### src/rv_pkg.sv
// rv64i core slice shared definitions
// widths, opcode and funct encodings, alu op codes, instruction formats
package rv_pkg;

  // datapath widths
  localparam int XLEN    = 64;
  localparam int ILEN    = 32;
  localparam int RIDX_W  = 5;
  localparam int ALUOP_W = 4;

  // first fetch address
  localparam logic [XLEN-1:0] RESET_PC = '0;

  // major opcodes
  localparam logic [6:0] OPCODE_OP_IMM    = 7'b0010011;
  localparam logic [6:0] OPCODE_OP        = 7'b0110011;
  localparam logic [6:0] OPCODE_OP_IMM_32 = 7'b0011011;
  localparam logic [6:0] OPCODE_OP_32     = 7'b0111011;
  localparam logic [6:0] OPCODE_LUI       = 7'b0110111;
  localparam logic [6:0] OPCODE_AUIPC     = 7'b0010111;
  localparam logic [6:0] OPCODE_JAL       = 7'b1101111;
  localparam logic [6:0] OPCODE_JALR      = 7'b1100111;
  localparam logic [6:0] OPCODE_BRANCH    = 7'b1100011;

  // funct3 for integer ops, shared by imm and reg forms
  localparam logic [2:0] FUNCT3_ADD_SUB = 3'b000;
  localparam logic [2:0] FUNCT3_SLL     = 3'b001;
  localparam logic [2:0] FUNCT3_SLT     = 3'b010;
  localparam logic [2:0] FUNCT3_XOR     = 3'b100;
  localparam logic [2:0] FUNCT3_SRL_SRA = 3'b101;
  localparam logic [2:0] FUNCT3_OR      = 3'b110;
  localparam logic [2:0] FUNCT3_AND     = 3'b111;
  // funct3 for branches
  localparam logic [2:0] FUNCT3_BEQ     = 3'b000;
  localparam logic [2:0] FUNCT3_BNE     = 3'b001;

  // funct7 for reg-reg ops, alt selects sub and sra
  localparam logic [6:0] FUNCT7_BASE = 7'b0000000;
  localparam logic [6:0] FUNCT7_ALT  = 7'b0100000;

  // alu operation codes
  localparam logic [ALUOP_W-1:0] ALU_ADD   = 4'd0;
  localparam logic [ALUOP_W-1:0] ALU_SUB   = 4'd1;
  localparam logic [ALUOP_W-1:0] ALU_SLT   = 4'd2;
  localparam logic [ALUOP_W-1:0] ALU_XOR   = 4'd3;
  localparam logic [ALUOP_W-1:0] ALU_OR    = 4'd4;
  localparam logic [ALUOP_W-1:0] ALU_AND   = 4'd5;
  localparam logic [ALUOP_W-1:0] ALU_SLL   = 4'd6;
  localparam logic [ALUOP_W-1:0] ALU_SRL   = 4'd7;
  localparam logic [ALUOP_W-1:0] ALU_SRA   = 4'd8;
  localparam logic [ALUOP_W-1:0] ALU_PASS2 = 4'd9;

  // instruction formats, msb first
  typedef struct packed {
    logic [6:0] funct7;
    logic [4:0] rs2;
    logic [4:0] rs1;
    logic [2:0] funct3;
    logic [4:0] rd;
    logic [6:0] opcode;
  } r_type_t;

  typedef struct packed {
    logic [11:0] imm;
    logic [4:0]  rs1;
    logic [2:0]  funct3;
    logic [4:0]  rd;
    logic [6:0]  opcode;
  } i_type_t;

  typedef struct packed {
    logic [6:0] imm_hi;
    logic [4:0] rs2;
    logic [4:0] rs1;
    logic [2:0] funct3;
    logic [4:0] imm_lo;
    logic [6:0] opcode;
  } s_type_t;

  typedef struct packed {
    logic       imm12;
    logic [5:0] imm10_5;
    logic [4:0] rs2;
    logic [4:0] rs1;
    logic [2:0] funct3;
    logic [3:0] imm4_1;
    logic       imm11;
    logic [6:0] opcode;
  } b_type_t;

  typedef struct packed {
    logic [19:0] imm;
    logic [4:0]  rd;
    logic [6:0]  opcode;
  } u_type_t;

  typedef struct packed {
    logic       imm20;
    logic [9:0] imm10_1;
    logic       imm11;
    logic [7:0] imm19_12;
    logic [4:0] rd;
    logic [6:0] opcode;
  } j_type_t;

  // one instruction word, every format view
  typedef union packed {
    r_type_t r;
    i_type_t i;
    s_type_t s;
    b_type_t b;
    u_type_t u;
    j_type_t j;
  } inst_u;

endpackage

### src/fetch_unit.sv
// instruction fetch, wishbone classic read master
// holds pc and instruction, one instruction in flight
`timescale 1ns/1ps

module fetch_unit (
  input  logic                     clk,
  input  logic                     i_reset,
  input  logic                     i_wb_ack,
  input  logic [31:0]              i_wb_dat,
  input  logic [rv_pkg::XLEN-1:0]  i_next_pc,
  output logic                     o_wb_cyc,
  output logic                     o_wb_stb,
  output logic [31:0]              o_wb_adr,
  output rv_pkg::inst_u            o_inst,
  output logic [rv_pkg::XLEN-1:0]  o_pc,
  output logic                     o_inst_valid
);

  // bus busy, then one execute cycle
  typedef enum logic {
    S_BUS,
    S_EXEC
  } state_t;

  state_t                  state;
  logic                    cyc_q;
  logic [rv_pkg::XLEN-1:0] pc_q;
  rv_pkg::inst_u           inst_q;

  always_ff @(posedge clk) begin
    if (i_reset) begin
      state <= S_BUS;
      cyc_q <= 1'b0;
      pc_q  <= rv_pkg::RESET_PC;
    end else begin
      case (state)
        S_BUS: begin
          if (cyc_q && i_wb_ack) begin
            cyc_q <= 1'b0;
            state <= S_EXEC;
          end else begin
            // first request goes out right after reset
            cyc_q <= 1'b1;
          end
        end
        S_EXEC: begin
          // retire, take the resolved pc, refetch
          pc_q  <= i_next_pc;
          cyc_q <= 1'b1;
          state <= S_BUS;
        end
        default: state <= S_BUS;
      endcase
    end
  end

  // instruction word, captured on the ack edge
  always_ff @(posedge clk) begin
    if ((state == S_BUS) && cyc_q && i_wb_ack) begin
      inst_q <= i_wb_dat;
    end
  end

  // pc only moves in execute, so adr is stable while waiting
  assign o_wb_cyc     = cyc_q;
  assign o_wb_stb     = cyc_q;
  assign o_wb_adr     = pc_q[31:0];
  assign o_inst       = inst_q;
  assign o_pc         = pc_q;
  assign o_inst_valid = (state == S_EXEC);

endmodule

### config.mk
export PLATFORM = sky130hd
export DESIGN_NAME = fetch_unit
export DESIGN_NICKNAME = d
export VERILOG_FILES = /design/src/rv_pkg.sv /design/src/fetch_unit.sv
export SDC_FILE = /design/constraint.sdc
export NUM_CORES = 1
export LEC_CHECK = 0
export BUFFER_PORTS_ARGS = -buffer_cell sky130_fd_sc_hd__buf_4
export CAP_MARGIN = 0
export CORE_MARGIN = 1.5
export CORE_UTILIZATION = 25
export DETAILED_ROUTE_END_ITERATION = 10
export GPL_TIMING_DRIVEN = 0
export MAX_ROUTING_LAYER = met4
export SETUP_SLACK_MARGIN = 0.4
export SLEW_MARGIN = 20
export SYNTH_ARGS = -nofsm -noshare
export SYNTH_HDL_FRONTEND = slang
export SYNTH_SLANG_ARGS = --single-unit
export TNS_END_PERCENT = 5
### constraint.sdc
create_clock -name clk -period 4.5 [get_ports clk]
set_input_delay 0.675 -clock clk [delete_from_list [all_inputs] [get_ports clk]]
set_output_delay 0.675 -clock clk [all_outputs]
set_load 0.1 [all_outputs]
# ---- Word level (Yosys, flattened, before mapping)
# Index checks and enable logic that the tools add are counted.
dict set report word_totals {
  output_inout_bits 131
  ff_bits 98
  ramBits 0
  rom_bits 0
  latchBits 0
  memories 0
  in_bits 99
  wordCells 12
}
dict set report op_classes {
  addsub 0
  multipliers 0
  eq_ne 0
  div 0
  magnitude_cmp 0
  n_reduce_logical 3
  muxes 4
  n_bitwise 1
  shifts 0
}
# operator n
set op_table {}
lappend op_table {{one-hot mux 1 bit (2 select lines)} 2}
lappend op_table {{logical AND 1 bit} 3}
lappend op_table {{two-way mux 1 bit} 2}
lappend op_table {{inverter 1 bit} 1}

# ---- Longest topological paths before layout
# Gate-level depths: netlist (run 1).
dict set report logic_depth {
  ltp_word 3
  mapped_depth 4
  mapped_depth_nobuf 2
}

# ---- Worst setup path after synthesis (run 1)
# OpenSTA, ideal clock, no wires.
dict set report synth_timing {
  kind {register -> register}
  startpoint {register cyc_q (netlist: o_wb_cyc)}
  endpoint {register inst_q (netlist bit o_inst[0]) (enable)}
  path_buffers 0
  arrival_time_ps 1952
  t_required_ps 4106
  setup_slack_ps 2155
  path_stages_with_launch 2
  path_cell_list {dfxtp_1 -> and3b_1}
}
dict set report synth_between {
  elab_chain_len 2
}
# element line
set synth_lines {}
lappend synth_lines {{start, declared} fetch_unit.sv:26} ;# logic cyc_q;
lappend synth_lines {{start signal, assigned} fetch_unit.sv:33} ;# cyc_q <= 1'b0;
lappend synth_lines {{start signal, assigned} fetch_unit.sv:39} ;# cyc_q <= 1'b0;
lappend synth_lines {{start signal, assigned} fetch_unit.sv:43} ;# cyc_q <= 1'b1;
lappend synth_lines {{logical AND 1 bit (2 in a row)} fetch_unit.sv:59} ;# if ((state == S_BUS) && cyc_q && i_wb_ack) begin
lappend synth_lines {{end signal, assigned} fetch_unit.sv:60} ;# inst_q <= i_wb_dat;
lappend synth_lines {{end, declared} fetch_unit.sv:28} ;# rv_pkg::inst_u inst_q;
# No other way between the ends.
# A chain may end at the register's enable or synchronous reset.

# ---- Worst setup path after layout (run 1)
dict set report layout_timing {
  startpoint {register cyc_q (netlist: o_wb_cyc)}
  endpoint {output port o_wb_stb}
}
# element line
set layout_rtl {}
lappend layout_rtl {{end, declared} fetch_unit.sv:12} ;# output logic o_wb_stb,
# No word-level cell between the ends.

==> impl_metrics.ini, run 1 <==
[status]
result_of_the_run = completed

[floorplan]
initial_core_util_pct = 25.67
y_dimension_of_the_die_um = 122.4
dieWidth_um = 122.4
core-area_sq_um = 13880
floorplan.rows = 43
floorplan.die_area_sq_um = 14980
io_pins = 230

[layout]
n_antenna_cell = 0
post-route-cell-area_sq_um = 5794
share_of_final_layout_standard_cells_stronger_than_drive_strength_1_pct = 55.38
final_net_count = 614
fill_cells = 1364
area_growth_pct = 62.61

[route]
drt_wl_total_um = 9300
detail-route-antenna-nets = 0
drt_pass1_iterations = 4
route.vias.total = 2791
remaining_drc_errors = 0
dr.first_iter.drc_count = 110
wl_per_cell_um = 13.29
viasPerCell = 3.987

[logic_synthesis]
syn_inst = 276
share_of_yosys_cell_area_claimed_by_the_top_area_cell_type_pct = 37.08
synth-async-reset-ratio_pct = 0
edff_count_synth = 32
synth_cell_type_count = 11
synth_area_leaders = sky130_fd_sc_hd__dfxtp_1 37%, sky130_fd_sc_hd__edfxtp_1 27%, sky130_fd_sc_hd__mux2i_1 18%
synth.cells.most_frequent = 66 x sky130_fd_sc_hd__dfxtp_1, 65 x sky130_fd_sc_hd__nor2_1, 64 x sky130_fd_sc_hd__mux2i_1
synth_most_common_cell = sky130_fd_sc_hd__dfxtp_1
synth_top_area_cell = sky130_fd_sc_hd__dfxtp_1
postSynth.topFlopCell = sky130_fd_sc_hd__dfxtp_1
ys_warn_count = 0
synth.net_count = 375
synth.ff_latch_count = 98
syn-cell-area_sq_um = 3563
syn-mean-instance-area_sq_um = 12.91
seq_area_frac_synth_pct = 64.04

[critical_path]
critical_path.n_buffers_inverters = 2
timing.critical_path.required_ns = 3.83
timing.critical_path.slowest_cell_delay_ns = 0.40
critical_path_most_common_cell = sky130_fd_sc_hd__buf_4
crit_path_max_fanout = 3
critPathLaunchType = flip-flop
r2r_end = o_inst[15]$_DFFE_PP_
regToRegStartpoint = o_wb_cyc$_SDFF_PP0_
crit_path_cell_trace = buf_4 > buf_4
crit_family = flip-flops
timing_worst_setup_path_type = flip-flop to output pin
slowest_stage = sky130_fd_sc_hd__dfxtp_1
reg2reg_slack_ns = 3.01
endpoint_kind = output pin
timing.critical_path.arrival_ns = 1.14
worst_r2r_path_depth = 1

[clock_network]
clkSinkCount = 98
post_cts.repair.setup_buffers = 0
clk_pin_slew_ns = 0.07
cts_made_buffers = 9
clockBufferDepth = 2
ctsResizeCount = 0
clk-insertion-delay-late_ns = 0.34
tritoncts_clock_tree = done
clockRootBuffer = sky130_fd_sc_hd__clkbuf_16
hold_buffers = 0
cts_max_level = 3

[timing]
drv_slew = 0
finalWorstPathRequiredPeriod_ns = 1.817
clock-skew-final_ns = 0.004122
relSlewSlack_pct = 50.27
max_freq_mhz = 550.5
final-hold-violation-count = 0
tightest_slew_ns = 0.7459
setup-tns-final_ns = 0
grt_setup_unrepaired = false
fin_crit_sh_pct = 40.37
setup_viol = 0

[min_path]
hp-class = flip-flop to flip-flop
min_from = o_pc[34]$_SDFFE_PP0P_
worst_hold_path.endpoint = o_pc[34]$_SDFFE_PP0P_
whs_path_depth = 2

[grt]
grt_max_degree = 35
globalRouteTotalUtil_pct = 12.36
global_route.overflow_total = 0
initial_antenna_violation_count = 0
grt_pass1_vias = 2713
wire_length_of_the_first_global_routing_pass_um = 13640

[power_and_ir_drop]
pwr-share-comb_pct = 22.5
power.leakage_nw = 2.627
intPower_mw = 1.518
power.share.switching_pct = 31.86
clkPwrFrac_pct = 34.2
switching_power_mw = 0.7100
pwr_dens_nw_per_um2 = 384.6
power.ir.vdd_worst_mv = 0.1403
sequentialPowerShare_pct = 43.2

[placement]
placedInstanceArea_sq_um = 5502
io_buffer_count = 228
hpwlAfterDp_um = 7142
finalWeightedCongestion = 0.6826

[flow_run]
timing.max_cap.violations = 0
## worst max path at each step
stage,start,end,slack (ns),cells after the start
finish,o_wb_cyc$_SDFF_PP0_,o_wb_stb,2.68,2
CTS,o_wb_cyc$_SDFF_PP0_,o_wb_stb,2.67,2
global route,o_wb_cyc$_SDFF_PP0_,o_wb_stb,2.64,2
detailed placement,i_wb_ack,o_inst[15]$_DFFE_PP_,2.66,2
global placement,i_wb_ack,o_inst[2]$_DFFE_PP_,2.18,2
floorplan,o_wb_cyc$_SDFF_PP0_,o_inst[0]$_DFFE_PP_,2.15,1
## per-stage QoR
stage / util [%] / power [mW] / std cells / setup WS, ns / hold WS, ns
after global routing: 41.74 / 2.314 / 700 / 2.644 / 0.4901
after detailed placement: 39.63 / 1.489 / 684 / 2.659 / 0.4892
final: 41.74 / 2.228 / 700 / 2.683 / 0.4932
after CTS: 41.74 / 2.257 / 700 / 2.671 / 0.4919
after floorplan: - / 1.345 / 276 / 2.155 / 0.7739
after global placement: 39.63 / 1.485 / 684 / 2.184 / 0.4752
## metal layers
metal | global-route usage (%) | up-vias | part of all wire (%)
met2 | 19.52 | 140 | 47
met3 | 3.392 | 16 | 8.9
li1 | - | 1369 | -
met4 | 5.669 | 0 | 2.2
met5 | - | - | 0
met1 | 14.68 | 1266 | 42
## flip-flops by register name (all words and copies together), names as in the netlist
signal        flops
o_inst           32
o_inst_valid      1
o_pc             64
o_wb_cyc          1
## layout by cell type (no fill, tap or decap)
cell                         count
sky130_fd_sc_hd__and3b_2         1
sky130_fd_sc_hd__buf_2           5
sky130_fd_sc_hd__buf_4         261
sky130_fd_sc_hd__buf_6           1
sky130_fd_sc_hd__buf_8           6
sky130_fd_sc_hd__bufinv_16       1
sky130_fd_sc_hd__clkbuf_1        2
sky130_fd_sc_hd__clkbuf_16       9
sky130_fd_sc_hd__clkinv_1        2
sky130_fd_sc_hd__clkinvlp_2      1
sky130_fd_sc_hd__clkinvlp_4      1
sky130_fd_sc_hd__dfxtp_1        66
sky130_fd_sc_hd__edfxtp_1       32
sky130_fd_sc_hd__inv_6           2
sky130_fd_sc_hd__mux2i_1        64
sky130_fd_sc_hd__nor2_1         65
sky130_fd_sc_hd__nor2b_1         1
## power by group through the flow
stage,clock (mW),sequential (mW),combinational (mW)
global placement,0,0.983,0.502
global route,0.827,0.967,0.521
detailed placement,0,0.984,0.505
finish,0.763,0.964,0.502
floorplan,0,1.20,0.143
CTS,0.787,0.964,0.506
## logic make-up after synthesis
kind of cell / count (synthesis) / share of synthesized area [%]
buf+inv: 47 / 10.71
flops: 98 / 64.04
mux: 64 / 17.98
simple gates: 67 / 7.268
## area by class of cell
type                    instances  area (sq um)  area share [%]
multi-input cells             131         900.9           15.55
plain buffers                  47         381.6           6.586
flip-flops and latches         98          2282           39.39
clock buffers                   9         225.2           3.887
clock inverters                 7         67.56           1.166
well taps                     180         225.2           3.887
repair buffers                228          1712           29.54
No activity file was read; power rests on OpenSTA's default activity.
==> run 2, diff against run 1 <==
Clock period 4.5 ns to 1.6 ns, I/O delays scaled along.
==> impl_metrics.ini, run 2 (synthesized netlist as in run 1, its figures left out) <==
[critical_path]
critical_path.n_buffers_inverters = 0
timing.critical_path.arrival_ns = 1.31
crit_path_max_fanout = 34
crit_family = simple AND/OR/NAND/NOR gates
critPathLaunchType = flip-flop
timing.critical_path.required_ns = 1.58
timing_worst_setup_path_type = flip-flop to flip-flop
endpoint_kind = flip-flop
crit_path_cell_trace = and3b_4
timing.critical_path.slowest_cell_delay_ns = 0.61
slowest_stage = sky130_fd_sc_hd__and3b_4

[floorplan]
initial_core_util_pct = 25.67
floorplan.die_area_sq_um = 14980
io_pins = 230
y_dimension_of_the_die_um = 122.4
dieWidth_um = 122.4
floorplan.rows = 43
core-area_sq_um = 13880

[layout]
fill_cells = 1344
number_of_flip_flops_under_the_largest_register_name = 64
layout_common_cells = 261 x sky130_fd_sc_hd__buf_4, 65 x sky130_fd_sc_hd__nor2_1, 64 x sky130_fd_sc_hd__mux2i_1
layout.cells.most_common = sky130_fd_sc_hd__buf_4
share_of_final_layout_standard_cells_stronger_than_drive_strength_1_pct = 62.31
n_antenna_cell = 0
finish.cell_count_without_fillers = 700
final_net_count = 614
area_growth_pct = 63.80

[route]
dr.first_iter.drc_count = 76
remaining_drc_errors = 0
route.vias.total = 2793
drt_pass1_iterations = 4
viasPerCell = 3.990
drt_wl_total_um = 8925
wl_per_cell_um = 12.75
detail-route-antenna-nets = 0

[timing]
final-hold-violation-count = 0
setup-tns-final_ns = 0
drv_slew = 0
clock-skew-final_ns = 0.004458
postLayoutSetupSlackWorst_ns = 0.2773
finalWorstPathRequiredPeriod_ns = 1.323
max_freq_mhz = 756.0
setup_viol = 0
relSlewSlack_pct = 68.10
fin_crit_sh_pct = 82.67
tightest_slew_ns = 0.4784
grt_setup_unrepaired = true

[grt]
wire_length_of_the_first_global_routing_pass_um = 12610
global_route.overflow_total = 0
initial_antenna_violation_count = 0
grt_max_degree = 35
globalRouteTotalUtil_pct = 11.36
grt_pass1_vias = 2591

[clock_network]
ctsResizeCount = 0
cts_max_level = 3
clkSinkCount = 98
cts_made_buffers = 9
clockRootBuffer = sky130_fd_sc_hd__clkbuf_16
hold_buffers = 0
tritoncts_clock_tree = done
clk_pin_slew_ns = 0.07
clk-insertion-delay-late_ns = 0.34
post_cts.repair.setup_buffers = 0
clockBufferDepth = 2

[status]
result_of_the_run = completed

[power_and_ir_drop]
power.ir.vdd_worst_mv = 0.4849
power.leakage_nw = 2.635
pwr_dens_nw_per_um2 = 1055

[placement]
dp_cells = 684
hpwlAfterDp_um = 6908
worst_setup_slack_post_dpl_ns = 0.2655
finalWeightedCongestion = 0.6804
io_buffer_count = 228

[flow_run]
timing.max_cap.violations = 0

[min_path]
hp-class = input pin to flip-flop
==> run 2: metrics by stage <==
step                      hold slack, ns  area, sq um  total power [mW]  utilization (%)
after global placement            0.4188         5552             4.180            39.99
final                            0.07117         5837             6.160            42.05
after floorplan                   0.3389         3615             3.788                -
after CTS                        0.05434         5837             6.270            42.05
after global routing             0.05144         5837             6.411            42.05
after detailed placement          0.4197         5552             4.189            39.99
==> run 2: final cells by class <==
type | instances | area, sq um | area share, %
Multi-Input combinational cell | 131 | 903.4 | 15.48
Buffer | 47 | 381.6 | 6.538
Timing Repair Buffer | 228 | 1712 | 29.32
Tap cell | 180 | 225.2 | 3.859
Clock buffer | 9 | 225.2 | 3.859
Clock inverter | 7 | 60.06 | 1.029
Sequential cell | 98 | 2330 | 39.91
==> run 2: worst paths after layout <==
path	slack, ns	startpoint	endpoint	depth (start not counted)
worst max-delay path	0.28	o_inst_valid$_SDFF_PP0_	o_inst[6]$_DFFE_PP_	1
worst min-delay path	0.07	i_wb_dat[15]	o_inst[15]$_DFFE_PP_	1
worst max register to register	0.28	o_inst_valid$_SDFF_PP0_	o_inst[6]$_DFFE_PP_	1
worst min register to register	0.50	o_pc[38]$_SDFFE_PP0P_	o_pc[38]$_SDFFE_PP0P_	2
==> run 2: power breakdown <==
| group | switching, mW | internal, mW | total, mW |
|---|---|---|---|
| sequential | 0.0475 | 2.67 | 2.71 |
| combinational | 1.01 | 0.401 | 1.41 |
| clock | 0.961 | 1.08 | 2.04 |
==> run 2: routing by layer <==
metal / up-vias / track usage (%) / routed length (um)
li1: 1374 / - / -
met1: 1272 / 12.86 / 3474
met2: 135 / 18.58 / 4450
met3: 12 / 3.578 / 838
met4: 0 / 4.797 / 161
met5: - / - / 0
==> run 3, diff against run 2 <==
Settings changed: ABC_AREA from default to 1.
Clock period 1.6 ns to 1.1 ns, I/O delays scaled along.
==> impl_metrics.ini, run 3 <==
[route]
drt_wl_total_um = 12980
remaining_drc_errors = 0
detail-route-antenna-nets = 0
viasPerCell = 4.041
dr.first_iter.drc_count = 152
route.vias.total = 3827
wl_per_cell_um = 13.70
drt_pass1_iterations = 4

[critical_path]
crit_path_max_fanout = 3
timing.critical_path.arrival_ns = 1.03
critical_path.n_buffers_inverters = 2
crit_path_cell_trace = buf_4 > buf_12
timing.critical_path.slowest_cell_delay_ns = 0.37
timing_worst_setup_path_type = flip-flop to output pin
crit_family = flip-flops
endpoint_kind = output pin
timing.critical_path.required_ns = 0.94
slowest_stage = sky130_fd_sc_hd__dfxtp_2
critPathLaunchType = flip-flop

[logic_synthesis]
share_of_yosys_cell_area_claimed_by_the_top_area_cell_type_pct = 34.30
synth_most_common_cell = sky130_fd_sc_hd__nor2_1
syn-mean-instance-area_sq_um = 8.093
synth_top_area_cell = sky130_fd_sc_hd__dfxtp_1
synth.cells.most_frequent = 130 x sky130_fd_sc_hd__nor2_1, 129 x sky130_fd_sc_hd__nand2_1, 66 x sky130_fd_sc_hd__dfxtp_1
synth-async-reset-ratio_pct = 0
syn-cell-area_sq_um = 3852
edff_count_synth = 32
postSynth.topFlopCell = sky130_fd_sc_hd__dfxtp_1
syn_inst = 476
synth_area_leaders = sky130_fd_sc_hd__dfxtp_1 34%, sky130_fd_sc_hd__edfxtp_1 25%, sky130_fd_sc_hd__nor2_1 13%
synth.ff_latch_count = 98
synth.net_count = 575
synth_cell_type_count = 10
ys_warn_count = 0
seq_area_frac_synth_pct = 59.24

[power_and_ir_drop]
pwr_dens_nw_per_um2 = 1334
power.leakage_nw = 3.969
power.ir.vdd_worst_mv = 0.7118
design_power_total_mw = 10.87

[timing]
clock-skew-final_ns = 0.009465
tightest_slew_ns = 0.2538
relSlewSlack_pct = 83.08
setup_viol = 98
postLayoutSetupSlackWorst_ns = -0.09038
grt_setup_unrepaired = true
final-hold-violation-count = 0
finalWorstPathRequiredPeriod_ns = 1.190
max_freq_mhz = 840.1
fin_crit_sh_pct = 108.2
drv_slew = 0

[floorplan]
floorplan.die_area_sq_um = 16160
floorplan.rows = 45
y_dimension_of_the_die_um = 127.1
dieWidth_um = 127.1
io_pins = 230
initial_core_util_pct = 25.44
core-area_sq_um = 15150

[layout]
fill_cells = 1281
regArea_sq_um = 2420
area_growth_pct = 111.5
n_antenna_cell = 0
number_of_flip_flops_under_the_largest_register_name = 64
share_of_final_layout_standard_cells_stronger_than_drive_strength_1_pct = 49.41
final_net_count = 853
finish.cell_count_without_fillers = 947
layout_common_cells = 128 x sky130_fd_sc_hd__nor2_1, 128 x sky130_fd_sc_hd__nand2_1, 116 x sky130_fd_sc_hd__buf_4
multi_input_area_sq_um = 1015

[status]
violations = negative setup slack
result_of_the_run = complete, but fails checks

[flow_run]
timing.max_cap.violations = 0

[placement]
hpwlAfterDp_um = 8179
finalWeightedCongestion = 0.7669
io_buffer_count = 229
dp_cells = 893

[grt]
global_route.overflow_total = 0
initial_antenna_violation_count = 0
wire_length_of_the_first_global_routing_pass_um = 19500
globalRouteTotalUtil_pct = 16.30
grt_pass1_vias = 3785
grt_max_degree = 20

[clock_network]
clockBufferDepth = 2
tritoncts_clock_tree = done
clkSinkCount = 98
clk_pin_slew_ns = 0.07
cts_made_buffers = 9
cts_max_level = 3
clockRootBuffer = sky130_fd_sc_hd__clkbuf_16
clk-insertion-delay-late_ns = 0.36

[min_path]
hp-class = input pin to flip-flop
==> run 3: changes by cell type after synthesis, sizes merged <==
cell / delta
mux2i: -64
clkbuf: -1
buf: +7
nor2b: -1
nor3: +1
inv: +65
and3b: -1
nor2: +65
nand2: +129
==> run 3: path summary, 6_finish.rpt <==
kind                            from                    to  slack, ns  cells past startpoint
min reg2reg     o_pc[1]$_SDFFE_PP0P_  o_pc[1]$_SDFFE_PP0P_       0.49                      2
min                     i_wb_dat[26]  o_inst[26]$_DFFE_PP_       0.08                      2
max             o_pc[0]$_SDFFE_PP0P_           o_wb_adr[0]      -0.09                      2
max reg2reg  o_inst_valid$_SDFF_PP0_  o_inst[24]$_DFFE_PP_      -0.02                      3
==> run 3: cell type report <==
| cell class | instances | area share (%) |
|---|---|---|
| Timing Repair Buffer | 266 | 42.26 |
| Sequential cell | 98 | 29.70 |
| Multi-Input combinational cell | 261 | 12.45 |
| Buffer | 53 | 6.127 |
| Inverter | 65 | 2.994 |
| Tap cell | 188 | 2.887 |
| Clock buffer | 9 | 2.764 |
| Clock inverter | 7 | 0.8139 |
==> run 3: cell families (layout without fill, tap and decap cells) <==
group / after synthesis / after routing / share of synthesized area [%]
buffers and inverters: 118 / 400 / 15.39
and+or+nand+nor: 260 / 261 / 25.37
DFF: 98 / 98 / 59.24
==> run 3: through the flow <==
stage | instance area, sq um | TNS (ns) | utilization, % | worst slack (ns) | hold WS, ns
detailed placement | 5832 | -20.29 | 38.50 | -0.5569 | 0.3438
global placement | 5832 | -19.80 | 38.50 | -0.5393 | 0.3430
floorplan | 3877 | -34.38 | - | -0.4451 | 0.2277
global route | 8148 | -6.672 | 53.80 | -0.1245 | 0.06656
finish | 8148 | -3.111 | 53.80 | -0.09038 | 0.07542
CTS | 7818 | -4.027 | 51.62 | -0.08484 | 0.07451
==> run 3: what timing repair did <==
item,4_1_cts,5_1_grt
pin swaps,3,1
setup endpoints to repair,229,254
endpoints found under the hold margin,34,0
hold buffers,33,0
gates resized for setup,367,99
gates cloned,1,0
setup buffers,4,0
==> run 3: where the power goes <==
part	switching, mW	internal, mW	leakage [nW]
sequential	0.189	3.92	0.871
combinational	2.25	1.36	2.96
clock	1.55	1.60	0.138
==> run 3: layer usage <==
metal | up-vias | GRT usage, % | share of wire, %
li1 | 1927 | - | -
met1 | 1734 | 17.23 | 37
met2 | 138 | 28.93 | 54
met3 | 28 | 2.889 | 4.9
met4 | 0 | 8.957 | 3.4
met5 | - | - | 0
==> run 3: worst reg2reg max path, cell delays in order, from the launching register on <==
cell,delay (ns)
sky130_fd_sc_hd__dfxtp_4,0.38
sky130_fd_sc_hd__buf_12,0.15
sky130_fd_sc_hd__nor2_4,0.13
sky130_fd_sc_hd__buf_12,0.17
